==> config.mk <==
export PLATFORM = sky130hd
export DESIGN_NAME = pipe_ctrl_top
export DESIGN_NICKNAME = d
export VERILOG_FILES = /design/src/rtl/pipe_ctrl_pkg.sv /design/src/rtl/hazard_if.sv /design/src/rtl/trap_if.sv /design/src/rtl/hazard_unit.sv /design/src/rtl/trap_unit.sv /design/src/rtl/pipe_ctrl_top.sv
export VERILOG_INCLUDE_DIRS = /design/src /design/src/rtl
export SDC_FILE = /design/constraint.sdc
export NUM_CORES = 1
export LEC_CHECK = 0
export ABC_AREA = 1
export BUFFER_PORTS_ARGS = -buffer_cell sky130_fd_sc_hd__buf_2
export CORE_MARGIN = 2
export CORE_UTILIZATION = 48
export CTS_BUF_LIST = sky130_fd_sc_hd__clkbuf_8
export DETAILED_ROUTE_END_ITERATION = 16
export GPL_TIMING_DRIVEN = 0
export PLACE_DENSITY_LB_ADDON = 0.12
export SYNTH_ARGS = -nofsm -noshare
export SYNTH_HDL_FRONTEND = slang
export SYNTH_SLANG_ARGS = --single-unit
export TNS_END_PERCENT = 50
==> constraint.sdc <==
create_clock -name clk -period 4.9 [get_ports clk]
set_input_delay 1.47 -clock clk [delete_from_list [all_inputs] [get_ports clk]]
set_output_delay 1.47 -clock clk [all_outputs]
set_load 0.01 [all_outputs]
==> src/rtl/pipe_ctrl_cfg.svh <==
// pipeline control configuration with word width, trap vector and interrupt cause
`ifndef PIPE_CTRL_CFG_SVH
`define PIPE_CTRL_CFG_SVH

// machine word width
`define XLEN 32

// fixed machine trap vector (direct mode only)
`define MTVEC_ADDR 32'h0000_0100

// machine external interrupt cause code
`define IRQ_CAUSE 11

`endif

==> src/rtl/pipe_ctrl_pkg.sv <==
// pipeline control package holding the word, register index and cause types
`include "pipe_ctrl_cfg.svh"

package pipe_ctrl_pkg;

    // pc, epc and csr words
    typedef logic [`XLEN-1:0] word_t;

    // architectural register index, x0..x31
    typedef logic [4:0] reg_idx_t;

    // exception codes as written to mcause
    typedef enum logic [3:0] {
        insn_misaligned  = 4'd0,
        insn_fault       = 4'd1,
        illegal_insn     = 4'd2,
        breakpoint       = 4'd3,
        load_misaligned  = 4'd4,
        load_fault       = 4'd5,
        store_misaligned = 4'd6,
        store_fault      = 4'd7,
        env_call_m       = 4'd11 // ecall from m-mode
    } cause_t;

endpackage

==> src/rtl/hazard_if.sv <==
// hazard interface carrying pipeline status in and stall/flush controls out
`timescale 1ns/1ps

interface hazard_if;

    // operand and writeback info
    pipe_ctrl_pkg::reg_idx_t rs1_e;
    pipe_ctrl_pkg::reg_idx_t rs2_e;
    pipe_ctrl_pkg::reg_idx_t rd_m;
    logic reg_write, dren, dwen, csr_read;
    logic jump, branch, mispredict; // control flow from execute
    logic i_mem_busy, d_mem_busy, rv32c_ready, ex_busy;
    logic halt, ifence, fence_stall;
    // fault flags, one per exception source
    logic mal_insn, fault_insn, illegal_insn, breakpoint;
    logic mal_l, fault_l, mal_s, fault_s;
    logic env, ret;
    logic valid_m, valid_e;
    pipe_ctrl_pkg::word_t pc_f, pc_e, pc_m; // per stage pc for epc selection

    // controls back to the datapath
    logic pc_en, npc_sel;
    logic if_ex_stall, if_ex_flush, ex_mem_stall, ex_mem_flush, mem_use_stall;
    logic suppress_iren, suppress_data, rollback;
    logic insert_priv_pc;
    pipe_ctrl_pkg::word_t priv_pc;

    modport hazard_unit (
        input rs1_e, rs2_e, rd_m, reg_write, dren, dwen, csr_read, jump, branch, mispredict,
              i_mem_busy, d_mem_busy, rv32c_ready, ex_busy, halt, ifence, fence_stall,
              mal_insn, fault_insn, illegal_insn, breakpoint, mal_l, fault_l, mal_s, fault_s,
              env, ret, valid_m, valid_e, pc_f, pc_e, pc_m,
        output pc_en, npc_sel, if_ex_stall, if_ex_flush, ex_mem_stall, ex_mem_flush,
               mem_use_stall, suppress_iren, suppress_data, rollback, insert_priv_pc, priv_pc
    );

    modport top (
        output rs1_e, rs2_e, rd_m, reg_write, dren, dwen, csr_read, jump, branch, mispredict,
               i_mem_busy, d_mem_busy, rv32c_ready, ex_busy, halt, ifence, fence_stall,
               mal_insn, fault_insn, illegal_insn, breakpoint, mal_l, fault_l, mal_s, fault_s,
               env, ret, valid_m, valid_e, pc_f, pc_e, pc_m,
        input pc_en, npc_sel, if_ex_stall, if_ex_flush, ex_mem_stall, ex_mem_flush,
              mem_use_stall, suppress_iren, suppress_data, rollback, insert_priv_pc, priv_pc
    );

endinterface

==> src/rtl/trap_if.sv <==
// trap interface carrying exception requests and epc in, pc redirects out
`timescale 1ns/1ps

interface trap_if;

    // exception sources forwarded by the hazard unit
    logic mal_insn, fault_insn, illegal_insn, breakpoint;
    logic mal_l, fault_l, mal_s, fault_s;
    logic env;
    logic ret;                   // mret seen in the pipe
    pipe_ctrl_pkg::word_t epc;   // pc of the oldest live insn
    logic wb_enable;             // trap may commit, no data access pending

    // trap unit responses
    logic intr;                  // irq masked by mie
    logic insert_pc;             // one cycle redirect pulse
    pipe_ctrl_pkg::word_t priv_pc;

    modport hazard (
        output mal_insn, fault_insn, illegal_insn, breakpoint, mal_l, fault_l, mal_s, fault_s,
               env, ret, epc, wb_enable,
        input intr, insert_pc, priv_pc
    );

    modport trap (
        input mal_insn, fault_insn, illegal_insn, breakpoint, mal_l, fault_l, mal_s, fault_s,
              env, ret, epc, wb_enable,
        output intr, insert_pc, priv_pc
    );

endinterface

==> src/rtl/hazard_unit.sv <==
// hazard unit computing stall, flush and pc enable for the three-stage pipeline
`timescale 1ns/1ps

module hazard_unit (
    input logic clk,
    hazard_if.hazard_unit hazard,
    trap_if.hazard trap
);

    logic rs1_match;
    logic rs2_match;
    logic cannot_forward;
    logic dmem_access;
    logic branch_jump;
    logic wait_for_imem;
    logic wait_for_dmem;
    logic exception;
    logic intr;
    logic ex_flush_hazard;
    pipe_ctrl_pkg::word_t epc;

    // data hazard detection against the mem stage destination
    assign rs1_match = (hazard.rs1_e == hazard.rd_m) && (hazard.rd_m != '0);
    assign rs2_match = (hazard.rs2_e == hazard.rd_m) && (hazard.rd_m != '0);
    assign cannot_forward = hazard.dren || hazard.csr_read; // result only known after mem
    assign hazard.mem_use_stall = hazard.reg_write && cannot_forward && (rs1_match || rs2_match);

    assign dmem_access = hazard.dren || hazard.dwen;
    assign branch_jump = hazard.jump || (hazard.branch && hazard.mispredict);
    // early compressed insn means fetch is not really waiting
    assign wait_for_imem = hazard.i_mem_busy && !hazard.suppress_iren && !hazard.rv32c_ready;
    assign wait_for_dmem = dmem_access && hazard.d_mem_busy && !hazard.suppress_data;

    assign hazard.npc_sel = branch_jump;

    // exceptions always win over an interrupt in the same cycle
    assign exception = hazard.mal_insn || hazard.fault_insn || hazard.illegal_insn
                     || hazard.breakpoint || hazard.mal_l || hazard.fault_l
                     || hazard.mal_s || hazard.fault_s || hazard.env;
    assign intr = !exception && trap.intr;

    // interrupt waits for an outstanding data access, exceptions do not
    assign ex_flush_hazard = ((intr || exception) && !wait_for_dmem)
                           || exception
                           || hazard.ret
                           || (hazard.ifence && !hazard.fence_stall); // refetch after ifence

    assign hazard.suppress_iren = branch_jump || ex_flush_hazard || trap.insert_pc;
    assign hazard.suppress_data = exception; // keep faulting access off the bus
    assign hazard.rollback = hazard.ifence && !hazard.fence_stall;

    // oldest valid insn gets the epc, interrupts point past a finishing mem op
    assign epc = (hazard.valid_m && (!intr || branch_jump)) ? hazard.pc_m :
                 (hazard.valid_e ? hazard.pc_e : hazard.pc_f);

    // forward requests to the trap unit
    assign trap.mal_insn     = hazard.mal_insn;
    assign trap.fault_insn   = hazard.fault_insn;
    assign trap.illegal_insn = hazard.illegal_insn;
    assign trap.breakpoint   = hazard.breakpoint;
    assign trap.mal_l        = hazard.mal_l;
    assign trap.fault_l      = hazard.fault_l;
    assign trap.mal_s        = hazard.mal_s;
    assign trap.fault_s      = hazard.fault_s;
    assign trap.env          = hazard.env;
    assign trap.ret          = hazard.ret;
    assign trap.epc          = epc;
    assign trap.wb_enable    = !wait_for_dmem; // a pending load/store must land first

    // redirect from the trap unit straight to fetch
    assign hazard.insert_priv_pc = trap.insert_pc;
    assign hazard.priv_pc        = trap.priv_pc;

    // pc moves when fetch can hand off, or on any forced redirect
    assign hazard.pc_en = (!hazard.if_ex_stall && !wait_for_imem)
                        || branch_jump
                        || ex_flush_hazard
                        || trap.insert_pc;

    assign hazard.if_ex_flush = ex_flush_hazard
                              || branch_jump
                              || (wait_for_imem && !hazard.ex_mem_stall); // bubble while fetch lags

    // if_ex held but ex_mem moving, insert a bubble behind it
    assign hazard.ex_mem_flush = ex_flush_hazard
                               || branch_jump
                               || (hazard.if_ex_stall && !hazard.ex_mem_stall);

    // stall priority over flush when execute is busy, unless control flow changes
    assign hazard.if_ex_stall = !intr && (hazard.ex_mem_stall
                              || (hazard.ex_busy && !ex_flush_hazard && !branch_jump)
                              || hazard.mem_use_stall
                              || hazard.fence_stall);

    assign hazard.ex_mem_stall = wait_for_dmem || hazard.fence_stall || hazard.halt;

    // a stalled back end must hold the front end too
    a_stall_order : assert property (@(posedge clk)
        hazard.ex_mem_stall && !trap.intr |-> hazard.if_ex_stall);

    // squashed data access always takes the mem stage insn with it
    a_suppress_flush : assert property (@(posedge clk)
        hazard.suppress_data |-> hazard.ex_mem_flush && hazard.if_ex_flush);

endmodule

==> src/rtl/trap_unit.sv <==
// machine trap unit holding mepc, mcause and mie and redirecting fetch
`timescale 1ns/1ps
`include "pipe_ctrl_cfg.svh"

module trap_unit (
    input logic clk,
    input logic reset,
    input logic irq,
    trap_if.trap trap,
    output pipe_ctrl_pkg::word_t mepc,
    output pipe_ctrl_pkg::word_t mcause
);

    logic mie;                         // machine interrupt enable
    logic exception;
    logic take_trap;
    logic take_ret;
    pipe_ctrl_pkg::cause_t cause;
    pipe_ctrl_pkg::word_t cause_word;
    pipe_ctrl_pkg::word_t redirect_pc; // target held for the pulse cycle

    assign trap.intr = irq && mie;

    assign exception = trap.mal_insn || trap.fault_insn || trap.illegal_insn
                     || trap.breakpoint || trap.env || trap.mal_l || trap.fault_l
                     || trap.mal_s || trap.fault_s;

    // stages were flushed at the trap edge, so the redirect cycle carries only bubbles
    assign take_trap = !trap.insert_pc && trap.wb_enable && (exception || trap.intr);
    assign take_ret  = !trap.insert_pc && !take_trap && trap.ret;

    // fetch side faults first, then decode, then memory
    always_comb begin
        cause = pipe_ctrl_pkg::store_fault;
        if (trap.mal_insn)
            cause = pipe_ctrl_pkg::insn_misaligned;
        else if (trap.fault_insn)
            cause = pipe_ctrl_pkg::insn_fault;
        else if (trap.illegal_insn)
            cause = pipe_ctrl_pkg::illegal_insn;
        else if (trap.breakpoint)
            cause = pipe_ctrl_pkg::breakpoint;
        else if (trap.env)
            cause = pipe_ctrl_pkg::env_call_m;
        else if (trap.mal_l)
            cause = pipe_ctrl_pkg::load_misaligned;
        else if (trap.fault_l)
            cause = pipe_ctrl_pkg::load_fault;
        else if (trap.mal_s)
            cause = pipe_ctrl_pkg::store_misaligned;
    end

    // interrupt flag in the msb
    assign cause_word = exception ? {{(`XLEN-4){1'b0}}, cause}
                                  : {1'b1, {(`XLEN-5){1'b0}}, 4'(`IRQ_CAUSE)};

    always_ff @(posedge clk) begin
        if (reset) begin
            mie            <= 1'b1;
            mepc           <= '0;
            mcause         <= '0;
            trap.insert_pc <= 1'b0;
        end else begin
            trap.insert_pc <= take_trap || take_ret; // single cycle, never held
            if (take_trap) begin
                mepc   <= trap.epc;
                mcause <= cause_word;
                mie    <= 1'b0;   // no nested interrupts
            end else if (take_ret) begin
                mie <= 1'b1;
            end
        end
    end

    // redirect target, only looked at while insert_pc is high
    always_ff @(posedge clk) begin
        if (take_trap)
            redirect_pc <= `MTVEC_ADDR;
        else if (take_ret)
            redirect_pc <= mepc;
    end

    assign trap.priv_pc = redirect_pc;

    a_single_redirect : assert property (@(posedge clk) disable iff (reset)
        trap.insert_pc |=> !trap.insert_pc);

endmodule

==> src/rtl/pipe_ctrl_top.sv <==
// pipeline control top level joining the hazard unit and the trap unit
`timescale 1ns/1ps

module pipe_ctrl_top (
    input  logic clk,
    input  logic reset,
    input  logic irq,
    input  pipe_ctrl_pkg::reg_idx_t rs1_e, rs2_e, rd_m,
    input  logic reg_write, dren, dwen, csr_read,
    input  logic jump, branch, mispredict,
    input  logic i_mem_busy, d_mem_busy, rv32c_ready, ex_busy,
    input  logic halt, ifence, fence_stall,
    input  logic mal_insn, fault_insn, illegal_insn, breakpoint,
    input  logic mal_l, fault_l, mal_s, fault_s,
    input  logic env, ret,
    input  logic valid_m, valid_e,
    input  pipe_ctrl_pkg::word_t pc_f, pc_e, pc_m,
    output logic pc_en, npc_sel,
    output logic if_ex_stall, if_ex_flush, ex_mem_stall, ex_mem_flush,
    output logic suppress_iren, suppress_data, rollback,
    output logic insert_priv_pc,
    output pipe_ctrl_pkg::word_t priv_pc,
    output pipe_ctrl_pkg::word_t mepc,
    output pipe_ctrl_pkg::word_t mcause
);

    hazard_if hazard_bus ();
    trap_if   trap_bus ();

    // pipeline status into the hazard bundle
    assign hazard_bus.rs1_e        = rs1_e;
    assign hazard_bus.rs2_e        = rs2_e;
    assign hazard_bus.rd_m         = rd_m;
    assign hazard_bus.reg_write    = reg_write;
    assign hazard_bus.dren         = dren;
    assign hazard_bus.dwen         = dwen;
    assign hazard_bus.csr_read     = csr_read;
    assign hazard_bus.jump         = jump;
    assign hazard_bus.branch       = branch;
    assign hazard_bus.mispredict   = mispredict;
    assign hazard_bus.i_mem_busy   = i_mem_busy;
    assign hazard_bus.d_mem_busy   = d_mem_busy;
    assign hazard_bus.rv32c_ready  = rv32c_ready;
    assign hazard_bus.ex_busy      = ex_busy;
    assign hazard_bus.halt         = halt;
    assign hazard_bus.ifence       = ifence;
    assign hazard_bus.fence_stall  = fence_stall;
    assign hazard_bus.mal_insn     = mal_insn;
    assign hazard_bus.fault_insn   = fault_insn;
    assign hazard_bus.illegal_insn = illegal_insn;
    assign hazard_bus.breakpoint   = breakpoint;
    assign hazard_bus.mal_l        = mal_l;
    assign hazard_bus.fault_l      = fault_l;
    assign hazard_bus.mal_s        = mal_s;
    assign hazard_bus.fault_s      = fault_s;
    assign hazard_bus.env          = env;
    assign hazard_bus.ret          = ret;
    assign hazard_bus.valid_m      = valid_m;
    assign hazard_bus.valid_e      = valid_e;
    assign hazard_bus.pc_f         = pc_f;
    assign hazard_bus.pc_e         = pc_e;
    assign hazard_bus.pc_m         = pc_m;

    // controls out, mem_use_stall stays on the bundle
    assign pc_en          = hazard_bus.pc_en;
    assign npc_sel        = hazard_bus.npc_sel;
    assign if_ex_stall    = hazard_bus.if_ex_stall;
    assign if_ex_flush    = hazard_bus.if_ex_flush;
    assign ex_mem_stall   = hazard_bus.ex_mem_stall;
    assign ex_mem_flush   = hazard_bus.ex_mem_flush;
    assign suppress_iren  = hazard_bus.suppress_iren;
    assign suppress_data  = hazard_bus.suppress_data;
    assign rollback       = hazard_bus.rollback;
    assign insert_priv_pc = hazard_bus.insert_priv_pc;
    assign priv_pc        = hazard_bus.priv_pc;

    hazard_unit hazard_unit_inst (
        .clk    (clk),
        .hazard (hazard_bus.hazard_unit),
        .trap   (trap_bus.hazard)
    );

    trap_unit trap_unit_inst (
        .clk    (clk),
        .reset  (reset),
        .irq    (irq),
        .trap   (trap_bus.trap),
        .mepc   (mepc),
        .mcause (mcause)
    );

endmodule

==> results by group, run 1 <==
Setup path
  • Max FO, Critical Path: 3
  • R2r startpoint: trap_unit_inst.trap.insert_pc$_SDFF_PP0_
  • Crit-path max cell delay: 0.16 ns
  • R2R cell count: 5
  • CP endpoint kind: output pin
  • Family with the most delay on the worst path: simple AND/OR/NAND/NOR gates
  • CP Cell Sequence: buf_2, nor2_2, nand2_1, nor2_1, nand3_1, nand2_1, inv_1, nand2_1, inv_1, nand2_1, nand2_1, nand2_1, nand2_1, buf_2
  • Slowest-stage cell, CP: nor2_2
  • Kind of critical path: in2out
  • Worst r2r dst: trap_unit_inst.trap.priv_pc[27]$_SDFFE_PP0P_
  • Cell mode on critical path: nand2_1
  • Arr. time, crit path: roughly 2.7 ns
  • Reg-to-reg setup timing slack: between 3 and 4 ns
  • Crit path required time: around 3.4 ns
  • Worst setup SP type: input port
  • Crit path buf inv count: 4

GRT
  • Total GRT Usage: a little over a quarter
  • Initial antenna violation count: 0
  • Pin count of the biggest net entering global routing: 13
  • First-pass GRT wire length: 18.5 mm
  • Vias in the first global route: between 4k and 5k
  • GRT overflow: 0

STA
  • RSZ-0062 raised after global routing: false
  • Final hold viol count: 0
  • Final-report max-slew violation count: 0
  • Final TNS setup: 0 ns
  • # setup viols final: 0
  • Post-route clock skew: about 0.0096 ns
  • Final Critical Period: 4.19 ns
  • Slew margin rel.: about three fifths
  • Tcrit/Tclk final: between 80% and 90%
  • Fmax: around 0.24 GHz
  • Worst Tran Pin Value: about 0.6 ns

Yosys
  • EDFF count, synth: 0
  • Number of library cell types mapped by synthesis: 32
  • Mapped Avg Cell Area: 6.73 µm²
  • Area contributors post-synth: dfxtp_1, nand2_1, inv_1
  • Sequential fraction of the synthesis area: between 30% and 40%
  • Syn Inst Count: 598
  • Ys async rst share: 0%
  • #FFs+latches synth: 71
  • Top-count cell post-synth: nand2_1
  • Top_reg_cell synth: dfxtp_1
  • Mapped cell area: between 4000 and 5000 µm²
  • YS warnings: 0
  • Cell taking the most area after synthesis: dfxtp_1
  • Synth top cells by count: nand2_1, inv_1, dfxtp_1
  • Area share of the largest cell type after synthesis: 35.3%

Route
  • DRC viols: 0
  • DR iter-0 viols: 160
  • Post-Route WL: between 10 and 15 mm
  • Via count: 4573
  • DR WL/cell: 12.8 µm
  • Pre-antenna DRT Iters: 4
  • Vias per cell: around 4.8
  • Antenna Violating Nets Remaining: 0

Clocking
  • CTS root buf: clkbuf_8
  • Worst skew pair latency: between 0.3 and 0.4 ns
  • Clock transition at path regs: roughly 0.070 ns
  • Hold_buf cts: 0
  • Gates resized, CTS repair: 0
  • Number of CTS-inserted buffers: 9
  • H-tree levels: 3
  • CTS tree: yes
  • CTS Sinks: around 70
  • Max clock buf depth: 2
  • Post-CTS Setup Inserts: 0

Final layout
  • Finished Layout Cells: between 900 and 1k
  • Synthesis-to-layout area growth: 37.4%
  • Number of diodes: 0
  • Filler cell count: 776
  • Layout cell share with drive strength beyond 1: 35.4%
  • Design area: approximately 5500 µm²
  • Final #Nets: about 990

Placement
  • DP Wirelength: 9.96 mm
  • Post-Place Cells: 945
  • Dpl cell area: 5330 µm²
  • PortBufs: around 220
  • GP Congestion: 0.816

Min path
  • Worst Hold Path EP: trap_unit_inst.mcause[2]$_SDFFE_PP0P_
  • Hold Path Class: reg2reg
  • Hold Path Cell Cnt: 2
  • Hold Path Origin: trap_unit_inst.mcause[2]$_SDFFE_PP0P_

Power
  • Pwr per Cell Area: roughly 260 nW/µm²
  • VDD IR-drop max: approximately 0.00015 V
  • P_leak: 3.27 nW
  • Total Power: about 0.0014 W

Floorplan
  • FP Rows: 33
  • Core Area: 8180 µm²
  • Die area: just over 9000 µm²
  • Die X: approximately 96 µm
  • Die Ht: about 96 µm
  • Initial Util: around 49%
  • Io pins: 246

Job
  • # Max-Cap Violations: 0

Status
  • Outcome: completed
[worst max path at each step]
stage	endpoint	from	cells past startpoint	slack [ns]
global placement	pc_en	breakpoint	14	0.73
finish	pc_en	breakpoint	14	0.71
CTS	pc_en	breakpoint	14	0.70
floorplan	pc_en	breakpoint	12	1.00
global route	pc_en	breakpoint	14	0.49
detailed placement	pc_en	breakpoint	14	0.71
[metrics by stage]
step	setup slack, ns	hold WS (ns)	util, %
2_1_floorplan	1.00	0.448	-
3_3_place_gp	0.735	0.450	65.2
6_report	0.711	0.461	67.6
5_1_grt	0.493	0.488	67.6
4_1_cts	0.704	0.464	67.6
3_5_place_dp	0.707	0.453	65.2
[power by group]
group | total [W] | internal, W | switching [W]
Clock | 0.000466 | 0.000246 | 0.000220
Combinational | 0.000343 | 0.000148 | 0.000194
Sequential | 0.000635 | 0.000615 | 0.0000202
Total | 0.00144 | 0.00101 | 0.000434
[registers in the layout (all words and copies together), names as in the netlist]
register,flops
trap_unit_inst.trap.insert_pc,1
trap_unit_inst.mepc,32
trap_unit_inst.trap.priv_pc,32
trap_unit_inst.mcause,5
trap_unit_inst.mie,1
[cell usage in the layout (no fill, tap or decap), types with 3 or more instances in the layout]
master	netlist	final
buf_2	11	227
nand2_1	184	184
inv_1	77	77
dfxtp_1	71	71
a21oi_1	50	50
nand3_1	49	49
nor2_1	32	32
buf_4	31	31
conb_1	1	27
o21ai_0	23	23
clkbuf_1	11	11
mux2i_1	11	11
a2bb2oi_2	10	10
clkbuf_8	0	10
buf_6	5	5
o21ai_1	4	4
xor2_1	4	4
nor2_4	3	3
inv_2	3	3
[kinds of logic after synthesis]
kind of cell    after synthesis  share of synthesized area [%]
mux                          11                           2.74
compound gates               94                           14.9
flops                        71                           35.3
buf+inv                     140                           17.3
simple gates                275                           28.4
other cells                   1                         0.0932
xor+xnor                      6                           1.31
[metal layers]
layer	vias up	track usage, %	part of all wire, %
li1	2333	-	-
met1	2035	31.6	41
met2	177	45.3	49
met3	28	5.69	7.6
met4	0	11.4	2.9
met5	-	0	0
[area by class of cell]
type / count / area, µm² / share of cell area (%)
Buffer: 59 / 389 / 7.04
Clock buffer: 10 / 138 / 2.49
Clock inverter: 5 / 58.8 / 1.06
Inverter: 81 / 305 / 5.52
Multi-Input combinational cell: 413 / 2000 / 36.3
Sequential cell: 71 / 1420 / 25.7
Tap cell: 105 / 131 / 2.38
Timing Repair Buffer: 216 / 1080 / 19.6
[worst reg2reg max path: cells and delay by family (launching register included)]
family | cells | cell delay, ns
and+or+nand+nor | 2 | 0.79
AOI/OAI and AO/OA | 1 | 0.11
buffers and inverters | 2 | 0.42
DFF | 1 | 0.38
No activity file was read; power rests on OpenSTA's default activity.
==> run 2, diff against run 1 <==
--- a/config.mk
+++ b/config.mk
@@ -8,8 +8,8 @@
 export LEC_CHECK = 0
 export ABC_AREA = 1
 export BUFFER_PORTS_ARGS = -buffer_cell sky130_fd_sc_hd__buf_2
-export CORE_MARGIN = 2
-export CORE_UTILIZATION = 48
+export CORE_ASPECT_RATIO = 1.4
+export CORE_UTILIZATION = 45
 export CTS_BUF_LIST = sky130_fd_sc_hd__clkbuf_8
 export DETAILED_ROUTE_END_ITERATION = 16
 export GPL_TIMING_DRIVEN = 0
==> constraint.sdc (replaced) <==
create_clock -name clk -period 4 [get_ports clk]
set_input_delay 1.2 -clock clk [delete_from_list [all_inputs] [get_ports clk]]
set_output_delay 1.2 -clock clk [all_outputs]
set_load 0.01 [all_outputs]
==> run 2 against run 1 <==
Against the previous run:
- first-iteration DRC count down 13%
- largest cell class unchanged
- combinational power grew 21%
- clock skew fell by 0.0018 ns
- global-route usage is 0.58 points lower
- critical endpoint unchanged
==> results by group, run 2 (synthesis results as in run 1) <==
Status
  • Outcome: completed

Clocking
  • Post-CTS Setup Inserts: 0 (unchanged)
  • Worst skew pair latency: 0.35 ns (about the same)
  • CTS root buf: clkbuf_8
  • Hold_buf cts: 0 (unchanged)
  • CTS Sinks: 71 (unchanged)
  • CTS tree: yes
  • H-tree levels: 3 (unchanged)
  • Clock transition at path regs: 0.07 ns (about the same)
  • Max clock buf depth: 2 (unchanged)
  • Number of CTS-inserted buffers: 9 (unchanged)
  • Gates resized, CTS repair: 0 (unchanged)

STA
  • Final hold viol count: 0 (unchanged)
  • Final TNS setup: 0 ns (unchanged)
  • Final-report max-slew violation count: 0 (unchanged)
  • Worst Tran Pin Value: 0.731 ns (+0.145 ns)
  • Slew margin rel.: 51.1% (-9.7 points)
  • Post-route clock skew: 0.00777 ns (-0.00181 ns)
  • # setup viols final: 0 (unchanged)
  • RSZ-0062 raised after global routing: false
  • Tcrit/Tclk final: roughly nine tenths
  • Fmax: about 0.27 GHz
  • Final Critical Period: 3.67 ns
  • Setup WS post-layout: 0.327 ns (-0.384 ns)

Route
  • Vias per cell: 4.69 (-1.6%)
  • Via count: 4498 (-1.6%)
  • DR iter-0 viols: 139 (-13%)
  • DRC viols: 0 (unchanged)
  • Pre-antenna DRT Iters: 5 (+1)
  • DR WL/cell: 12.3 µm (-4.4%)
  • Antenna Violating Nets Remaining: 0 (unchanged)
  • Post-Route WL: 11.8 mm (-4.4%)

Floorplan
  • Io pins: 246 (unchanged)
  • FP Rows: 40 (+21%)
  • Die X: 81.9 µm (-14%)
  • Die area: 9330 µm² (+2.2%)
  • Initial Util: 46.7% (-2.5 points)
  • Core Area: 8610 µm² (+5.3%)
  • Die Ht: 114 µm (+19%)

GRT
  • Initial antenna violation count: 0 (unchanged)
  • GRT overflow: 0 (unchanged)
  • Pin count of the biggest net entering global routing: 12 (-1)
  • Total GRT Usage: 25.8% (-0.58 points)
  • First-pass GRT wire length: 18.3 mm (-1.1%)
  • Vias in the first global route: 4209 (+5.0%)

Power
  • Pwr per Cell Area: 311 nW/µm² (+19%)
  • VDD IR-drop max: 0.000263 V (+76%)
  • Total Power: 0.00172 W (+19%)
  • P_leak: 3.27 nW (about the same)

Placement
  • DP Wirelength: 9.58 mm (-3.8%)
  • GP Congestion: 0.829 (+1.6%)
  • Pre-CTS WS: 0.337 ns (-0.371 ns)
  • Post-Place Cells: 945 (unchanged)
  • PortBufs: 216 (unchanged)

Setup path
  • Crit-path max cell delay: 0.18 ns (+0.02 ns)
  • R2r startpoint: trap_unit_inst.trap.insert_pc$_SDFF_PP0_
  • CP Cell Sequence: buf_2, nor2_2, nand2_1, nor2_1, nand3_1, nand2_1, inv_1, nand2_1, inv_1, nand2_1, nand2_1, nand2_1, nand2_1, buf_2
  • Slowest-stage cell, CP: nor2_1
  • R2R cell count: 5 (unchanged)
  • Kind of critical path: in2out
  • Max FO, Critical Path: 3 (unchanged)
  • Crit path required time: 2.80 ns (-0.63 ns)
  • Reg-to-reg setup timing slack: 2.13 ns (-0.96 ns)
  • Arr. time, crit path: 2.47 ns (-0.25 ns)
  • CP endpoint kind: output pin
  • Worst r2r dst: trap_unit_inst.trap.priv_pc[28]$_SDFFE_PP0P_
  • Cell mode on critical path: nand2_1
  • Worst setup SP type: input port

Final layout
  • Number of diodes: 0 (unchanged)
  • Layout cell share with drive strength beyond 1: 35.3% (-0.12 points)
  • Finished Layout Cells: 960 (unchanged)
  • Commonest non-fill, non-tap cell in the layout: buf_2
  • Leading cell types in the layout, fill and taps excluded: buf_2, nand2_1, inv_1, dfxtp_1, a21oi_1
  • Final #Nets: 991 (unchanged)
  • Synthesis-to-layout area growth: 37.1%

Min path
  • Hold Path Class: reg2reg
  • Hold Path Cell Cnt: 2 (unchanged)
  • Worst Hold Path EP: trap_unit_inst.trap.priv_pc[12]$_SDFFE_PP0P_
  • Hold Path Origin: trap_unit_inst.mepc[12]$_SDFFE_PP0P_

Job
  • # Max-Cap Violations: 0 (unchanged)
run 2: cell count changes in the layout (fill, tap and decap cells not counted):
| cell | delta |
|---|---|
| clkbuf_8 | +2 |
| inv_1 | +1 |
| clkinv_4 | -1 |
| bufinv_16 | -1 |
| clkinv_2 | -1 |
run 2: worst max-delay path: cells and delay by family:
family	cells	cell delay (ns)
simple gates	10	0.94
buf+inv	4	0.33
run 2: worst max path at each step:
stage	startpoint	to	slack, ns	depth (start not counted)
final	breakpoint	pc_en	0.33	14
after global routing	breakpoint	pc_en	0.18	14
after detailed placement	breakpoint	pc_en	0.34	14
after floorplan	breakpoint	pc_en	0.64	12
after CTS	breakpoint	pc_en	0.33	14
after global placement	breakpoint	pc_en	0.38	14
run 2: report_power, final:
part	switching [W]	internal (W)	total (W)
clock network	0.000254	0.000270	0.000525
logic	0.000232	0.000182	0.000414
registers	0.0000257	0.000754	0.000780
run 2: final cells by class:
type                    count  area [µm²]
fillers                   860        3090
repair buffers            216        1080
clock buffers              12         165
clock inverters             3        18.8
well taps                 105         131
plain buffers              59         389
inverters                  81         305
flip-flops and latches     71        1420
multi-input cells         413        2000
run 2: metrics by stage:
step                      hold WS (ns)  cell area, µm²  util (%)
after floorplan                  0.448            4120         -
after global placement           0.452            5330      61.9
after detailed placement         0.453            5330      61.9
after CTS                        0.468            5520      64.1
after global routing             0.499            5520      64.1
final                            0.462            5520      64.1
run 2: routing by layer:
metal,track usage (%),wire length [µm],vias to the layer above,share of wire [%]
li1,-,-,2318,-
met1,27.3,4620,1979,39
met2,47.4,6040,179,51
met3,6.24,874,22,7.4
met4,10.2,248,0,2.1
met5,0,0,-,0
